===== config.mk =====
export PLATFORM = sky130hd
export DESIGN_NAME = hazard_ctrl
export DESIGN_NICKNAME = d
export VERILOG_FILES = /design/src/logic/hazard_pkg.sv /design/src/logic/stage_info_if.sv /design/src/logic/instr_classify.sv /design/src/logic/hazard_pipe.sv /design/src/logic/stall_detect.sv /design/src/logic/forward.sv /design/src/logic/hazard_ctrl.sv
export SDC_FILE = /design/constraint.sdc
export NUM_CORES = 1
export LEC_CHECK = 0
export BUFFER_PORTS_ARGS = -buffer_cell sky130_fd_sc_hd__buf_2
export CAP_MARGIN = 20
export CORE_ASPECT_RATIO = 2
export CORE_MARGIN = 3
export CORE_UTILIZATION = 59
export CTS_CLUSTER_DIAMETER = 150
export DETAILED_ROUTE_END_ITERATION = 12
export PLACE_DENSITY = 0.87
export SETUP_SLACK_MARGIN = 0.2
export SLEW_MARGIN = 10
export SYNTH_ARGS = -nofsm -noshare
export SYNTH_HDL_FRONTEND = slang
export SYNTH_SLANG_ARGS = --single-unit

===== constraint.sdc =====
create_clock -name clk -period 9.1 [get_ports clk]
set_input_delay 2.73 -clock clk [delete_from_list [all_inputs] [get_ports clk]]
set_output_delay 2.73 -clock clk [all_outputs]
set_load 0.05 [all_outputs]

===== src/logic/hazard_pkg.sv =====
package hazard_pkg;

	typedef enum logic [3:0] {
		NOP,
		CAL_R,
		CAL_I,
		LOAD_M,
		STORE_M,
		BRANCH,
		JUMP_I,
		JUMP_R,
		CMOV
	} dp_type_t;

	typedef struct packed {
		dp_type_t dptype; // Class, used for forwarding
		logic [4:0] id; // Instruction within class
	} kind_t;

	typedef logic [4:0] reg_t;

	typedef enum logic [2:0] {
		orig,
		e_rf,
		e_npc,
		e_md,
		m_npc,
		m_alu,
		m_md,
		w_rf
	} fwd_sel_t;

	typedef struct packed {
		logic [5:0] opcode;
		reg_t rs;
		reg_t rt;
		reg_t rd;
		logic [4:0] shamt;
		logic [5:0] funct;
	} r_fmt_t;

	typedef struct packed {
		logic [5:0] opcode;
		reg_t rs;
		reg_t rt;
		logic [15:0] imm; // Low 26 bits together form the J target
	} i_fmt_t;

	typedef union packed {
		r_fmt_t r;
		i_fmt_t i;
	} instr_word_t;

	localparam logic [5:0] op_special = 6'h00;
	localparam logic [5:0] op_j = 6'h02;
	localparam logic [5:0] op_jal = 6'h03;
	localparam logic [5:0] op_beq = 6'h04;
	localparam logic [5:0] op_ori = 6'h0d;
	localparam logic [5:0] op_lui = 6'h0f;
	localparam logic [5:0] op_lw = 6'h23;
	localparam logic [5:0] op_sw = 6'h2b;

	localparam logic [5:0] fn_jr = 6'h08;
	localparam logic [5:0] fn_movz = 6'h0a;
	localparam logic [5:0] fn_addu = 6'h21;
	localparam logic [5:0] fn_subu = 6'h23;

	localparam reg_t ra_reg = 5'd31; // Link register for jal

	// Register 0 is hardwired, so a write to it never forwards
	function automatic logic fwable(input reg_t src, input reg_t dst);
		return (src != 5'd0) && (src == dst);
	endfunction

endpackage


===== src/logic/stage_info_if.sv =====
`timescale 1ns/1ps

interface stage_info_if;

	hazard_pkg::kind_t kind;
	hazard_pkg::reg_t reg1; // First source, rs
	hazard_pkg::reg_t reg2; // Second source, rt
	hazard_pkg::reg_t regw; // Destination

	modport producer (
		output kind,
		output reg1,
		output reg2,
		output regw
	);

	modport consumer (
		input kind,
		input reg1,
		input reg2,
		input regw
	);

endinterface


===== src/logic/instr_classify.sv =====
`timescale 1ns/1ps

module instr_classify (
	input hazard_pkg::instr_word_t instr,
	stage_info_if.producer d
);

	always_comb begin
		d.kind = '{dptype: hazard_pkg::NOP, id: 5'd0};
		d.reg1 = '0;
		d.reg2 = '0;
		d.regw = '0;
		case (instr.i.opcode)
			hazard_pkg::op_special: begin
				case (instr.r.funct)
					hazard_pkg::fn_addu, hazard_pkg::fn_subu: begin
						d.kind.dptype = hazard_pkg::CAL_R;
						d.kind.id = {4'd0, instr.r.funct == hazard_pkg::fn_subu};
						d.reg1 = instr.r.rs;
						d.reg2 = instr.r.rt;
						d.regw = instr.r.rd;
					end
					hazard_pkg::fn_movz: begin
						d.kind.dptype = hazard_pkg::CMOV;
						d.reg1 = instr.r.rs;
						d.reg2 = instr.r.rt;
						d.regw = instr.r.rd; // Written only if rt is zero
					end
					hazard_pkg::fn_jr: begin
						d.kind.dptype = hazard_pkg::JUMP_R;
						d.reg1 = instr.r.rs;
					end
					default: ; // Unknown funct stays NOP
				endcase
			end
			hazard_pkg::op_ori, hazard_pkg::op_lui: begin
				d.kind.dptype = hazard_pkg::CAL_I;
				d.kind.id = {4'd0, instr.i.opcode == hazard_pkg::op_lui};
				d.reg1 = (instr.i.opcode == hazard_pkg::op_ori) ? instr.i.rs : 5'd0;
				d.regw = instr.i.rt;
			end
			hazard_pkg::op_lw: begin
				d.kind.dptype = hazard_pkg::LOAD_M;
				d.reg1 = instr.i.rs;
				d.regw = instr.i.rt;
			end
			hazard_pkg::op_sw: begin
				d.kind.dptype = hazard_pkg::STORE_M;
				d.reg1 = instr.i.rs; // Address base
				d.reg2 = instr.i.rt; // Store data
			end
			hazard_pkg::op_beq: begin
				d.kind.dptype = hazard_pkg::BRANCH;
				d.reg1 = instr.i.rs;
				d.reg2 = instr.i.rt;
			end
			hazard_pkg::op_j, hazard_pkg::op_jal: begin
				d.kind.dptype = hazard_pkg::JUMP_I;
				d.kind.id = {4'd0, instr.i.opcode == hazard_pkg::op_jal};
				d.regw = (instr.i.opcode == hazard_pkg::op_jal) ? hazard_pkg::ra_reg : 5'd0;
			end
			default: ;
		endcase
	end

endmodule


===== src/logic/hazard_pipe.sv =====
`timescale 1ns/1ps

module hazard_pipe (
	input logic clk,
	input logic rst,
	input logic stall,
	stage_info_if.consumer d,
	stage_info_if.producer e,
	stage_info_if.producer m,
	stage_info_if.producer w
);

	localparam hazard_pkg::kind_t nop_kind = '{dptype: hazard_pkg::NOP, id: 5'd0};

	// Execute stage, bubble when decode is held
	always_ff @(posedge clk) begin
		if (rst || stall) begin
			e.kind <= nop_kind;
			e.reg1 <= '0;
			e.reg2 <= '0;
			e.regw <= '0;
		end else begin
			e.kind <= d.kind;
			e.reg1 <= d.reg1;
			e.reg2 <= d.reg2;
			e.regw <= d.regw;
		end
	end

	// Memory stage
	always_ff @(posedge clk) begin
		if (rst) begin
			m.kind <= nop_kind;
			m.reg1 <= '0;
			m.reg2 <= '0;
			m.regw <= '0;
		end else begin
			m.kind <= e.kind;
			m.reg1 <= e.reg1;
			m.reg2 <= e.reg2;
			m.regw <= e.regw;
		end
	end

	// Writeback stage
	always_ff @(posedge clk) begin
		if (rst) begin
			w.kind <= nop_kind;
			w.reg1 <= '0;
			w.reg2 <= '0;
			w.regw <= '0;
		end else begin
			w.kind <= m.kind;
			w.reg1 <= m.reg1;
			w.reg2 <= m.reg2;
			w.regw <= m.regw;
		end
	end

endmodule


===== src/logic/stall_detect.sv =====
`timescale 1ns/1ps

module stall_detect (
	stage_info_if.consumer d,
	stage_info_if.consumer e,
	output logic stall
);

	logic d_reads_early;
	logic e_alu_result;
	logic reg_match;

	// Branch and jr compare in decode, so their operands are needed early
	assign d_reads_early = (d.kind.dptype == hazard_pkg::BRANCH) ||
		(d.kind.dptype == hazard_pkg::JUMP_R);

	// ALU result only exists at the end of execute
	assign e_alu_result = (e.kind.dptype == hazard_pkg::CAL_R) ||
		(e.kind.dptype == hazard_pkg::CAL_I);

	assign reg_match = hazard_pkg::fwable(d.reg1, e.regw) ||
		hazard_pkg::fwable(d.reg2, e.regw);

	assign stall = d_reads_early && e_alu_result && reg_match;

endmodule


===== src/logic/forward.sv =====
`timescale 1ns/1ps

module forward (
	stage_info_if.consumer d,
	stage_info_if.consumer e,
	stage_info_if.consumer m,
	stage_info_if.consumer w,
	output hazard_pkg::fwd_sel_t fwd_d1,
	output hazard_pkg::fwd_sel_t fwd_d2,
	output hazard_pkg::fwd_sel_t fwd_e1,
	output hazard_pkg::fwd_sel_t fwd_e2,
	output hazard_pkg::fwd_sel_t fwd_m
);

	// Source from memory or writeback, memory first
	function automatic hazard_pkg::fwd_sel_t pick_mw(
		input hazard_pkg::reg_t r,
		input hazard_pkg::dp_type_t mt,
		input hazard_pkg::reg_t mw,
		input hazard_pkg::reg_t ww
	);
		logic m_hit;
		m_hit = hazard_pkg::fwable(r, mw);
		if (m_hit && (mt == hazard_pkg::JUMP_I || mt == hazard_pkg::JUMP_R))
			return hazard_pkg::m_npc;
		else if (m_hit && (mt == hazard_pkg::CAL_R || mt == hazard_pkg::CAL_I ||
				mt == hazard_pkg::CMOV))
			return hazard_pkg::m_alu;
		else if (m_hit && mt == hazard_pkg::LOAD_M)
			return hazard_pkg::m_md;
		else if (hazard_pkg::fwable(r, ww))
			return hazard_pkg::w_rf;
		return hazard_pkg::orig;
	endfunction

	// Decode operand, tries execute before the later stages
	function automatic hazard_pkg::fwd_sel_t pick_d(
		input hazard_pkg::reg_t r,
		input hazard_pkg::dp_type_t et,
		input hazard_pkg::reg_t ew,
		input hazard_pkg::dp_type_t mt,
		input hazard_pkg::reg_t mw,
		input hazard_pkg::reg_t ww
	);
		logic e_hit;
		e_hit = hazard_pkg::fwable(r, ew);
		if (e_hit && et == hazard_pkg::CMOV)
			return hazard_pkg::e_rf;
		else if (e_hit && (et == hazard_pkg::JUMP_I || et == hazard_pkg::JUMP_R))
			return hazard_pkg::e_npc;
		else if (e_hit && et == hazard_pkg::LOAD_M)
			return hazard_pkg::e_md;
		return pick_mw(r, mt, mw, ww); // CAL in execute falls through
	endfunction

	assign fwd_d1 = pick_d(d.reg1, e.kind.dptype, e.regw, m.kind.dptype, m.regw, w.regw);
	assign fwd_d2 = pick_d(d.reg2, e.kind.dptype, e.regw, m.kind.dptype, m.regw, w.regw);

	assign fwd_e1 = pick_mw(e.reg1, m.kind.dptype, m.regw, w.regw);
	assign fwd_e2 = pick_mw(e.reg2, m.kind.dptype, m.regw, w.regw);

	// Store data only
	assign fwd_m = hazard_pkg::fwable(m.reg2, w.regw) ? hazard_pkg::w_rf : hazard_pkg::orig;

endmodule


===== src/logic/hazard_ctrl.sv =====
`timescale 1ns/1ps

module hazard_ctrl (
	input logic clk,
	input logic rst,
	input hazard_pkg::instr_word_t instr,
	output logic stall,
	output hazard_pkg::fwd_sel_t fwd_d1,
	output hazard_pkg::fwd_sel_t fwd_d2,
	output hazard_pkg::fwd_sel_t fwd_e1,
	output hazard_pkg::fwd_sel_t fwd_e2,
	output hazard_pkg::fwd_sel_t fwd_m
);

	stage_info_if d_info ();
	stage_info_if e_info ();
	stage_info_if m_info ();
	stage_info_if w_info ();

	instr_classify instr_classify_i (
		.instr(instr),
		.d(d_info.producer)
	);

	hazard_pipe hazard_pipe_i (
		.clk(clk),
		.rst(rst),
		.stall(stall),
		.d(d_info.consumer),
		.e(e_info.producer),
		.m(m_info.producer),
		.w(w_info.producer)
	);

	stall_detect stall_detect_i (
		.d(d_info.consumer),
		.e(e_info.consumer),
		.stall(stall)
	);

	forward forward_i (
		.d(d_info.consumer),
		.e(e_info.consumer),
		.m(m_info.consumer),
		.w(w_info.consumer),
		.fwd_d1(fwd_d1),
		.fwd_d2(fwd_d2),
		.fwd_e1(fwd_e1),
		.fwd_e2(fwd_e2),
		.fwd_m(fwd_m)
	);

endmodule


# Word-level counts from Yosys, hierarchy flattened
# Cells that the tools add are included.
# totals
register_bits	38
inputBits	34
out_inout_bits	16
wordCells	160
# op_classes
n_eq_ne	36
muxes	63
reduce_logical	53
# op_table
op	count
3-bit two-way mux	29
5-bit == test	11
1-bit logical AND	31
5-bit one-hot mux with 3 select lines	2
5-bit two-way mux	5
5-bit nonzero test	5
4-bit by 3-bit == test with 1-bit output, second input constant	6
6-bit by 4-bit == test with 1-bit output, second input constant	4
6-bit == test, second input constant	4
1-bit two-way mux	24
4-bit one-hot mux with 6 select lines	1
4-bit by 2-bit == test with 1-bit output, second input constant	4
6-bit by 2-bit == test with 1-bit output, second input constant	2
4-bit one-hot mux with 3 select lines	1
5-bit one-hot mux with 2 select lines	1
3-bit OR reduction	3
4-bit by 1-bit == test with 1-bit output, second input constant	2
4-bit == test, second input constant	2
1-bit logical OR	8
2-bit OR reduction	4
6-bit by 3-bit == test with 1-bit output, second input constant	1
6-bit logical NOT	1
4-bit OR reduction	1

# Logic depth before layout (Yosys ltp)
# Gate-level depths: netlist (run 1).
# depth
depth_word	13
depth_mapped	8
mapped_depth_nobuf	6

# By module
# A second synthesis (run 1) with hierarchy kept.
# unflattened
hier_cells	393
hier_area_um2	3857.4
# modules_own_cells
mod	n_inst	cells_each	area_per_inst_um2	seq_area_each_um2
hazard_pipe	1	154	2125.8	1441.4
forward	1	154	1077.3	0.0
instr_classify	1	64	485.5	0.0
stall_detect	1	21	168.9	0.0

# Least setup slack after synthesis (run 1)
# No wires, ideal clock.
# synth_path
path_type	input port to output port
startpoint	input port instr[29] (netlist bit)
endpoint	output port fwd_d1[0]
arrival_time_ps	4974
required_time_ps	6370
path_slack_ps	1396
stages	7
n_path_buf	1
path_cell_list	or4_1 -> buf_2 -> a211oi_2 -> a221o_2 -> nand2_2 -> or2_2 -> o22ai_1
# synth_between
elab_chain_cells	12
# synth_lines
item	line	source
start: declaration	hazard_ctrl.sv:6	input hazard_pkg::instr_word_t instr,
6-bit == test (tied with other cells)	instr_classify.sv:13	case (instr.i.opcode)
3-bit OR reduction (no source line) (tied with other cells)	--	
5-bit one-hot mux with 3 select lines *	instr_classify.sv:13	
5-bit == test or 5-bit nonzero test (tied branches)	hazard_pkg.sv:72	return (src != 5'd0) && (src == dst);
1-bit logical AND	hazard_pkg.sv:72	
1-bit two-way mux or 1-bit logical AND (tied branches)	forward.sv:31, forward.sv:29	
1-bit two-way mux	forward.sv:29	else if (m_hit && mt == hazard_pkg::LOAD_M)
1-bit two-way mux	forward.sv:26	else if (m_hit && (mt == hazard_pkg::CAL_R || mt == hazard_pkg::CAL_I ||
1-bit two-way mux	forward.sv:24	if (m_hit && (mt == hazard_pkg::JUMP_I || mt == hazard_pkg::JUMP_R))
1-bit two-way mux	forward.sv:53	return pick_mw(r, mt, mw, ww);
3-bit two-way mux	forward.sv:33	return hazard_pkg::orig;
3-bit two-way mux *	forward.sv:53	
end: declaration	hazard_ctrl.sv:8	output hazard_pkg::fwd_sel_t fwd_d1,
# Mark *: on every way between the ends. The rest lies on a longest branch, timed or not. The select of a mux whose other input is x is not followed.

# Worst setup path after layout (run 1)
# layout_path
startpoint	input port instr[29] (netlist bit)
endpoint	output port fwd_d2[0]
# layout_between
elab_chain_cells	12
# layout_lines
item	line	source
6-bit == test or 6-bit by 3-bit == test with 1-bit output (tied branches)	instr_classify.sv:13	
2-bit OR reduction (no source line)	--	
5-bit one-hot mux with 2 select lines *	instr_classify.sv:13	
5-bit == test or 5-bit nonzero test (tied branches)	hazard_pkg.sv:72	
1-bit logical AND	hazard_pkg.sv:72	
1-bit two-way mux or 1-bit logical AND (tied branches)	forward.sv:31, forward.sv:29	
1-bit two-way mux	forward.sv:29	
1-bit two-way mux	forward.sv:26	
1-bit two-way mux	forward.sv:24	
1-bit two-way mux	forward.sv:53	
3-bit two-way mux	forward.sv:33	
3-bit two-way mux *	forward.sv:53	
end: declaration	hazard_ctrl.sv:9	output hazard_pkg::fwd_sel_t fwd_d2,
# Marked as above.

==> results of run 1 <==
[final timing paths]
kind	endpoint	cells after the start	slack, ns	from
max	fwd_d2[0]	8	1.31	instr[29]
max reg2reg	hazard_pipe_i.e.reg1[4]$_SDFF_PP0_	6	7.25	hazard_pipe_i.e.regw[1]$_SDFF_PP0_
min	hazard_pipe_i.m.kind[7]$_SDFF_PP0_	1	0.51	hazard_pipe_i.e.kind[7]$_SDFF_PP0_
min reg2reg	hazard_pipe_i.m.kind[7]$_SDFF_PP0_	1	0.51	hazard_pipe_i.e.kind[7]$_SDFF_PP0_
[per-stage QoR]
step / area [µm²] / power, mW
floorplan: 2504 / 0.2047
global placement: 2673 / 0.2180
detailed placement: 2673 / 0.2188
CTS: 2768 / 0.3360
global route: 2768 / 0.3486
finish: 2768 / 0.3355
[flip-flops by register name (all words and copies together) (netlist names)]
register / flops
hazard_pipe_i.e.kind: 4
hazard_pipe_i.w.regw: 5
hazard_pipe_i.m.reg2: 5
hazard_pipe_i.e.regw: 5
hazard_pipe_i.m.regw: 5
hazard_pipe_i.e.reg1: 5
hazard_pipe_i.m.kind: 4
hazard_pipe_i.e.reg2: 5
[final cells by class]
cell class | instances | area (µm²)
Clock buffer | 6 | 82.58
Clock inverter | 2 | 12.51
Fill cell | 309 | 1196
Inverter | 8 | 30.03
Multi-Input combinational cell | 232 | 1598
Sequential cell | 38 | 760.7
Tap cell | 51 | 63.81
Timing Repair Buffer | 44 | 220.2
[routing by layer]
layer,GRT usage,share of wire,up-vias
met5,0,0,-
met4,0.1293,0.039,0
met3,0.02595,0.043,17
met2,0.4733,0.57,73
met1,0.2498,0.35,1046
li1,-,-,1108
[worst max-delay path: cells and delay by family]
family                 cells  cell delay (ns)
AND/OR/NAND/NOR            2             0.88
buffers and inverters      2             0.44
AO/OA/AOI/OAI              4             1.02
[layout by cell type (no fill, tap or decap), types with 2 or more instances in the layout]
cell type and count:
nand4_1 4, nor4b_1 2, nand2_1 19, o21ai_0 6, xnor2_1 34, nand3_1 10
o22ai_1 4, nor3_1 21, dfxtp_1 38, clkbuf_8 6, o21a_1 4, xor2_1 20
o311a_1 2, nor2_1 16, buf_2 44, inv_1 8, o31ai_1 2, nand3b_1 5
and4b_1 2, a21oi_1 10, nor4_1 8, nor2b_1 22, or2_2 3, or4_1 4
a22oi_1 6, nand2b_1 3
[logic make-up (layout without fill, tap and decap cells)]
| kind of cell | after synthesis | count (layout) |
|---|---|---|
| AOI/OAI and AO/OA | 49 | 49 |
| buffers and inverters | 33 | 60 |
| muxes | 2 | 2 |
| DFF | 38 | 38 |
| xor gates and xnor gates | 54 | 54 |
| and+or+nand+nor | 127 | 127 |
[power by group through the flow]
stage / combinational, mW / sequential, mW / clock, mW
after global routing: 0.0504 / 0.170 / 0.128
final: 0.0455 / 0.170 / 0.120
after floorplan: 0.0321 / 0.173 / 0
after global placement: 0.0443 / 0.174 / 0
after detailed placement: 0.0451 / 0.174 / 0
after CTS: 0.0454 / 0.170 / 0.121
==> impl_metrics.csv, run 1 <==
group,metric,value,unit
sta,period_share,0.8565,
placed_design,io_buffers,44,
routing,vias,2244,
sta,relSlewSlack,0.5590,
clock_network,holdBufCountCts,0,
synth,syn_area,2504,µm²
finish,syn_to_final_growth,10.54,%
routing,routedWlPerCell,15.03,µm
floorplan,die_h,98.13,µm
worst_setup_path,slowest_delay,0.69,ns
sta,max_freq,128.3,MHz
synth,synth-compound-area-share,0.1554,
sta,rsz0062_at_grt,"no",
finish,postLayoutCoreUtil,0.6982,
floorplan,dieArea,5108,µm²
synth,synthArstFlopShare,0,
clock_network,post_cts_buffers,0,
job,cap_violations,0,
synth,synth-simple-area-share,0.2854,
finish,insertedDiodeCount,0,
floorplan,die_w,52.06,µm
routing,drt_iter0_markers,46,
synth,synth.top_cell.area_share,0.3038,
synth,synth.area.top_cells,"dfxtp_1 (30%), xnor2_1 (12%), xor2_1 (7.0%)",
pwr,p_seq_frac,0.506,
routing,antenna_left,0,
sta,hold_ws,0.5063,ns
synth,yosys.cell_count.top_type,"dfxtp_1",
global_routing,grt_pass1_wl,9839,µm
finish,nets,363,
worst_hold_path,hold_class,"reg2reg",
clock_network,insertion_delay,0.29,ns
synth,synth_area_per_cell,8.263,µm²
routing,drt-total-wl,5728,µm
worst_setup_path,path_class,"in2out",
pwr,pwr-share-clk,0.358,
clock_network,htree_levels,2,
sta,setup_viol,0,
synth,yosys.area.top_type,"dfxtp_1",
synth,ys.flop_type,"dfxtp_1",
global_routing,grt_overflow,0,
clock_network,cts.sink_count,38,
placed_design,place_inst,373,
worst_setup_path,path_max_fanout,9,
routing,vias_per_cell,5.890,
synth,synth-edff-count,0,
pwr,p_int,0.2460,mW
floorplan,initial_core_util,0.6316,
global_routing,grt_start_max_net_pins,27,
placed_design,dp_hpwl,4444,µm
finish,instances_no_fill,381,
worst_setup_path,cp-start-kind,"primary input",
clock_network,cts_tree,"built",
clock_network,cts_buffer_depth,2,
pwr,swShare,0.2666,
synth,synth_xor_area_frac,0.1889,
pwr,vdd_ir_drop_max,0.1482,mV
worst_setup_path,critPathSlowestCell,"or4_1",
global_routing,grt_pass1_vias,2186,
sta,final.setup.tns,0,ns
pwr,combPwrFrac,0.136,
worst_setup_path,required,6.37,ns
finish,drive_above_1_share,0.2000,
floorplan,pin_count,50,
pwr,power.leakage,1.100,nW
sta,report.final.slew_viol_count,0,
floorplan,coreArea,3964,µm²
synth,syn-num-nets,337,
routing,drc,0,
pwr,powerDensity,121.2,nW/µm²
pwr,p_sw,0.08943,mW
global_routing,grt_usage,0.2503,
sta,final.setup.worst_slack,1.306,ns
synth,synth.yosys.seq_area_share,0.3038,
synth,muxShareOfSynthArea,0.008496,
worst_setup_path,cp_cell_sequence,"buf_2, or4_1, a211oi_4, o21bai_4, and2_1, o221ai_2, o22ai_1, buf_2",
synth,synthCells,303,
worst_setup_path,end_kind,"output pin",
sta,hold_viol,0,
synth,synthAdderAreaFrac,0,
worst_setup_path,cp.arrival,5.06,ns
synth,synthTopCellsByCount,"dfxtp_1 (38), xnor2_1 (34), nor2b_1 (22), nor3_1 (21), xor2_1 (20)",
outcome,status,"completed",
placed_design,dp_worst_setup_slack,1.342,ns
synth,netlist-cell-type-count,54,
global_routing,antenna_found_initial,0,
clock_network,cts_resized,0,
synth,synth_top_family_by_area,"simple AND/OR/NAND/NOR gates",
routing,first_pass_iters,4,
clock_network,cts.clk_slew.worst_paths,0.07,ns
sta,skew,0.007696,ns
sta,min_period,7.794,ns
clock_network,cts-root-buf,"clkbuf_8",
floorplan,rows,32,
synth,synth-seq-cells,38,
sta,worstMarginPinSlew,0.6595,ns
worst_setup_path,cpMostUsedCell,"buf_2",
clock_network,cts_buffers,5,
synth,yosys_warnings,0,
placed_design,gp_congestion,0.8747,
Power figures use the tool's default switching activity.
==> run 2: changes to the inputs <==
--- a/config.mk
+++ b/config.mk
@@ -5,14 +5,14 @@
 export SDC_FILE = /design/constraint.sdc
 export NUM_CORES = 1
 export LEC_CHECK = 0
-export BUFFER_PORTS_ARGS = -buffer_cell sky130_fd_sc_hd__buf_2
 export CAP_MARGIN = 20
-export CORE_ASPECT_RATIO = 2
+export CORE_ASPECT_RATIO = 0.5
 export CORE_MARGIN = 3
-export CORE_UTILIZATION = 59
+export CORE_UTILIZATION = 60
 export CTS_CLUSTER_DIAMETER = 150
 export DETAILED_ROUTE_END_ITERATION = 12
-export PLACE_DENSITY = 0.87
+export DONT_BUFFER_PORTS = 1
+export PLACE_DENSITY = 0.78
 export SETUP_SLACK_MARGIN = 0.2
 export SLEW_MARGIN = 10
 export SYNTH_ARGS = -nofsm -noshare
==> impl_metrics.csv, run 2 (synthesized netlist as in run 1, its figures left out) <==
group,metric,value,unit
routing,drt_iter0_markers,120,
placed_design,place_inst,334,
finish,instances_no_fill,342,
worst_setup_path,end_kind,"output pin",
worst_setup_path,cp_top_family,"compound AO/OA/AOI/OAI gates",
sta,worstMarginPinSlew,1.075,ns
sta,min_period,7.522,ns
global_routing,grt_start_max_net_pins,27,
routing,vias_per_cell,6.240,
clock_network,holdBufCountCts,0,
global_routing,grt_pass1_wl,9729,µm
worst_setup_path,path_max_fanout,9,
worst_hold_path,min_from,"hazard_pipe_i.e.regw[4]$_SDFF_PP0_",
routing,drc,0,
sta,relSlewSlack,0.2857,
worst_setup_path,cp-start-kind,"primary input",
finish,nets,324,
floorplan,rows,15,
worst_setup_path,rrSetupSlack,7.16,ns
sta,max_freq,132.9,MHz
worst_hold_path,min_to,"hazard_pipe_i.m.regw[4]$_SDFF_PP0_",
floorplan,coreArea,3716,µm²
floorplan,initial_core_util,0.6737,
worst_setup_path,reg2reg_depth,4,
sta,hold_viol,0,
clock_network,cts_buffer_depth,2,
finish,drive_above_1_share,0.09622,
placed_design,dp_hpwl,4548,µm
pwr,powerDensity,124.4,nW/µm²
routing,antenna_left,0,
worst_setup_path,path_class,"in2out",
clock_network,cts.sink_count,38,
clock_network,post_cts_buffers,0,
floorplan,die_w,97.36,µm
worst_setup_path,reg2reg_from,"hazard_pipe_i.e.regw[1]$_SDFF_PP0_",
global_routing,grt_usage,0.2471,
clock_network,htree_levels,2,
sta,setup_viol,0,
worst_setup_path,cp_cell_sequence,"or4_1, a211oi_4, o21bai_4, a211oi_1, o221ai_2, o22ai_1, buf_4",
sta,rsz0062_at_grt,"no",
global_routing,antenna_found_initial,0,
worst_setup_path,reg2reg_to,"hazard_pipe_i.e.reg1[1]$_SDFF_PP0_",
finish,final_common_cell,"dfxtp_1",
sta,period_share,0.8266,
worst_setup_path,cp.buffers_inverters,1,
sta,final.setup.tns,0,ns
placed_design,io_buffers,0,
clock_network,cts_buffers,5,
sta,skew,0.007003,ns
pwr,vdd_ir_drop_max,0.05754,mV
worst_setup_path,slowest_delay,0.66,ns
worst_hold_path,hold_depth,1,
clock_network,insertion_delay,0.29,ns
floorplan,die_h,51.68,µm
sta,hold_ws,0.5166,ns
finish,final_cell_mix,"dfxtp_1 (38), xnor2_1 (34), nor2b_1 (22)",
worst_hold_path,hold_class,"reg2reg",
worst_setup_path,cp.arrival,4.79,ns
worst_setup_path,critPathSlowestCell,"or4_1",
outcome,status,"completed",
worst_setup_path,required,6.37,ns
routing,vias,2134,
finish,design_area,2592,µm²
global_routing,grt_pass1_vias,2043,
pwr,power.leakage,0.9296,nW
placed_design,gp_congestion,0.9182,
pwr,total_power,0.3226,mW
clock_network,cts_tree,"built",
finish,multiInputGateArea,1605,µm²
clock_network,cts.clk_slew.worst_paths,0.08,ns
finish,n_fill_cell,298,
clock_network,cts_resized,0,
placed_design,dpl_cell_area,2497,µm²
clock_network,cts-root-buf,"clkbuf_8",
finish,syn_to_final_growth,3.548,%
routing,routedWlPerCell,17.42,µm
floorplan,pin_count,50,
routing,drt-total-wl,5959,µm
routing,first_pass_iters,5,
finish,insertedDiodeCount,0,
sta,report.final.slew_viol_count,0,
global_routing,grt_overflow,0,
job,cap_violations,0,
floorplan,dieArea,5031,µm²
finish,seq_area,760.7,µm²
## run 2: cell count changes in the layout (fill, tap and decap cells not counted), sizes merged
cell,previous run,this run
buf,44,5
## run 2: power breakdown
part	switching, mW	internal [mW]
registers	0.00230	0.168
clock network	0.0611	0.0609
logic	0.0179	0.0127
## run 2: worst max-delay path by stage
stage | cells after the start | end | from | slack, ns
6_report | 7 | fwd_d2[1] | instr[29] | 1.58
5_1_grt | 7 | fwd_d1[1] | instr[27] | 1.47
4_1_cts | 7 | fwd_d1[0] | instr[27] | 1.60
3_5_place_dp | 7 | fwd_d1[0] | instr[27] | 1.60
3_3_place_gp | 7 | fwd_d1[0] | instr[27] | 1.66
2_1_floorplan | 7 | fwd_d1[0] | instr[29] | 1.40
## run 2: layout make-up
| class | count | area share |
|---|---|---|
| repair buffers | 5 | 0.01448 |
| multi-input cells | 232 | 0.6192 |
| well taps | 51 | 0.02461 |
| clock buffers | 6 | 0.03185 |
| flip-flops and latches | 38 | 0.2934 |
| inverters | 8 | 0.01158 |
| clock inverters | 2 | 0.004826 |
## run 2: metal layers
| layer | up-vias | track usage | share of wire |
|---|---|---|---|
| li1 | 1028 | - | - |
| met1 | 995 | 0.3110 | 0.45 |
| met2 | 96 | 0.4144 | 0.43 |
| met3 | 15 | 0.07497 | 0.094 |
| met4 | 0 | 0.07816 | 0.019 |
| met5 | - | 0 | 0 |
## run 2: through the flow
step	setup slack [ns]	util
floorplan	1.396	-
global placement	1.657	0.6721
detailed placement	1.597	0.6721
CTS	1.596	0.6976
global route	1.475	0.6976
finish	1.578	0.6976
==> run 3: changes to the inputs <==
--- a/config.mk
+++ b/config.mk
@@ -5,6 +5,7 @@
 export SDC_FILE = /design/constraint.sdc
 export NUM_CORES = 1
 export LEC_CHECK = 0
+export ABC_AREA = 1
 export CAP_MARGIN = 20
 export CORE_ASPECT_RATIO = 0.5
 export CORE_MARGIN = 3
==> constraint.sdc (replaced) <==
create_clock -name clk -period 7.5 [get_ports clk]
set_input_delay 2.25 -clock clk [delete_from_list [all_inputs] [get_ports clk]]
set_output_delay 2.25 -clock clk [all_outputs]
set_load 0.05 [all_outputs]
==> impl_metrics.csv, run 3 <==
group,metric,value,unit
outcome,status,"completed",
pwr,powerDensity,142.5,nW/µm²
routing,routedWlPerCell,14.21,µm
floorplan,die_w,101.7,µm
routing,drc,0,
global_routing,grt_pass1_wl,11470,µm
worst_setup_path,end_kind,"output pin",
pwr,pwr-share-clk,0.361,
pwr,power.leakage,1.436,nW
routing,met3_length,594,µm
sta,setup_viol,0,
synth,yosys.area.top_type,"dfxtp_1",
clock_network,cts.sink_count,38,
pwr,total_power,0.4093,mW
worst_hold_path,hold_class,"reg2reg",
sta,final.setup.worst_slack,0.9466,ns
worst_setup_path,path_max_fanout,15,
worst_setup_path,required,5.25,ns
synth,syn-num-nets,470,
synth,yosys_warnings,0,
placed_design,gp_congestion,0.9514,
floorplan,die_h,53.83,µm
worst_setup_path,cp-start-kind,"primary input",
placed_design,io_buffers,0,
placed_design,dp_worst_setup_slack,0.9629,ns
sta,final.setup.tns,0,ns
pwr,vdd_ir_drop_max,0.07946,mV
pwr,p_seq_frac,0.502,
finish,final_common_cell,"nand2_1",
sta,hold_viol,0,
sta,max_freq,152.6,MHz
synth,synth-seq-cells,38,
synth,netlist-cell-type-count,37,
placed_design,dpl_cell_area,2776,µm²
synth,synth.yosys.seq_area_share,0.2771,
worst_hold_path,min_from,"hazard_pipe_i.e.kind[5]$_SDFF_PP0_",
sta,min_period,6.553,ns
finish,design_area,2872,µm²
sta,report.final.slew_viol_count,0,
placed_design,dp_hpwl,5530,µm
clock_network,cts_buffers,5,
global_routing,grt_overflow,0,
sta,period_share,0.8738,
clock_network,cts.clk_slew.worst_paths,0.07,ns
synth,synthArstFlopShare,0,
clock_network,post_cts_buffers,0,
global_routing,grt_start_max_net_pins,21,
floorplan,coreArea,4144,µm²
global_routing,grt_usage,0.2752,
clock_network,htree_levels,2,
sta,relSlewSlack,0.3127,
synth,synth.area.top_cells,"dfxtp_1 (28%), nand2_1 (14%), nand3_1 (9.5%)",
routing,drt_iter0_markers,210,
sta,skew,0.009495,ns
routing,vias,2708,
synth,ys.flop_type,"dfxtp_1",
synth,syn_area,2745,µm²
pwr,combPwrFrac,0.137,
routing,vias_per_cell,5.527,
pwr,p_sw,0.1171,mW
synth,synthTopCellsByCount,"nand2_1 (104), nor2_1 (61), inv_1 (57), nand3_1 (52), dfxtp_1 (38)",
worst_setup_path,startpoint,"instr[26]",
global_routing,antenna_found_initial,0,
worst_setup_path,path_class,"in2out",
clock_network,cts-root-buf,"clkbuf_8",
routing,drt-total-wl,6963,µm
synth,synth-edff-count,0,
synth,synthCells,436,
floorplan,dieArea,5472,µm²
finish,drive_above_1_share,0.1216,
finish,final_cell_mix,"nand2_1 (104), nor2_1 (61), inv_1 (57)",
global_routing,grt_pass1_vias,2516,
floorplan,rows,16,
routing,route.met2.wl,2996,µm
clock_network,cts_resized,0,
floorplan,initial_core_util,0.6624,
synth,yosys.cell_count.top_type,"nand2_1",
clock_network,cts_tree,"built",
routing,highest_layer,"met4",
clock_network,cts_buffer_depth,2,
clock_network,holdBufCountCts,0,
pwr,p_int,0.2922,mW
clock_network,insertion_delay,0.29,ns
job,cap_violations,0,
sta,rsz0062_at_grt,"no",
routing,wl_met1,3300,µm
routing,antenna_left,0,
floorplan,pin_count,50,
worst_setup_path,cp.arrival,4.30,ns
finish,nets,469,
worst_setup_path,reg2reg_from,"hazard_pipe_i.e.regw[4]$_SDFF_PP0_",
sta,worstMarginPinSlew,1.034,ns
synth,synth.top_cell.area_share,0.2771,
pwr,swShare,0.2860,
finish,syn_to_final_growth,4.603,%
finish,insertedDiodeCount,0,
synth,synth_area_per_cell,6.296,µm²
routing,first_pass_iters,6,
[run 3: power by group through the flow]
stage / Sequential (mW) / Combinational [mW] / Clock [mW]
after floorplan: 0.209 / 0.0502 / 0
after global placement: 0.210 / 0.0540 / 0
after detailed placement: 0.210 / 0.0554 / 0
after CTS: 0.206 / 0.0556 / 0.149
after global routing: 0.206 / 0.0613 / 0.157
final: 0.206 / 0.0559 / 0.148
[run 3: kinds of logic (layout without fill, tap and decap cells)]
| group | Yosys count | in the layout | synth area share |
|---|---|---|---|
| AND/OR/NAND/NOR | 275 | 275 | 0.4768 |
| buffers and inverters | 75 | 75 | 0.1139 |
| flip-flops | 38 | 38 | 0.2771 |
| XOR/XNOR | 26 | 26 | 0.08295 |
| AO/OA/AOI/OAI | 22 | 22 | 0.04923 |
[run 3: critical path, stage by stage]
cell      delay [ns]
nor2_1          0.16
nand2_2         0.12
nor2_8          0.20
nand2_4         0.10
nand3_4         0.21
nand2_2         0.16
nand2_1         0.09
nand2_1         0.05
nor2_1          0.17
nand3b_4        0.10
inv_1           0.06
nand2_1         0.09
inv_1           0.12
nand2_1         0.06
nand2_1         0.36
[run 3: per-stage QoR]
stage,std cells,utilization,hold WS [ns]
floorplan,436,-,0.4162
global placement,482,0.6700,0.4677
detailed placement,482,0.6700,0.4666
CTS,490,0.6929,0.4713
global route,490,0.6929,0.4931
finish,490,0.6929,0.4776
[run 3: cell type report]
cell class / instances / area (µm²)
flip-flops and latches: 38 / 760.7
clock buffers: 6 / 82.58
inverters: 63 / 236.5
fillers: 360 / 1272
multi-input cells: 323 / 1678
well taps: 54 / 67.56
repair buffers: 4 / 33.78
clock inverters: 2 / 12.51
[run 3: layer usage]
| layer | vias up | GRT usage |
|---|---|---|
| met3 | 12 | 0.06598 |
| met2 | 112 | 0.4437 |
| li1 | 1362 | - |
| met4 | 0 | 0.07726 |
| met5 | - | 0 |
| met1 | 1222 | 0.3716 |
[run 3: final timing paths]
path	to	slack (ns)	cells after the start
worst max-delay path	fwd_d2[1]	0.95	15
worst min-delay path	hazard_pipe_i.m.kind[5]$_SDFF_PP0_	0.48	2
worst max register to register	hazard_pipe_i.e.reg2[0]$_SDFF_PP0_	6.07	9
worst min register to register	hazard_pipe_i.m.kind[5]$_SDFF_PP0_	0.48	2
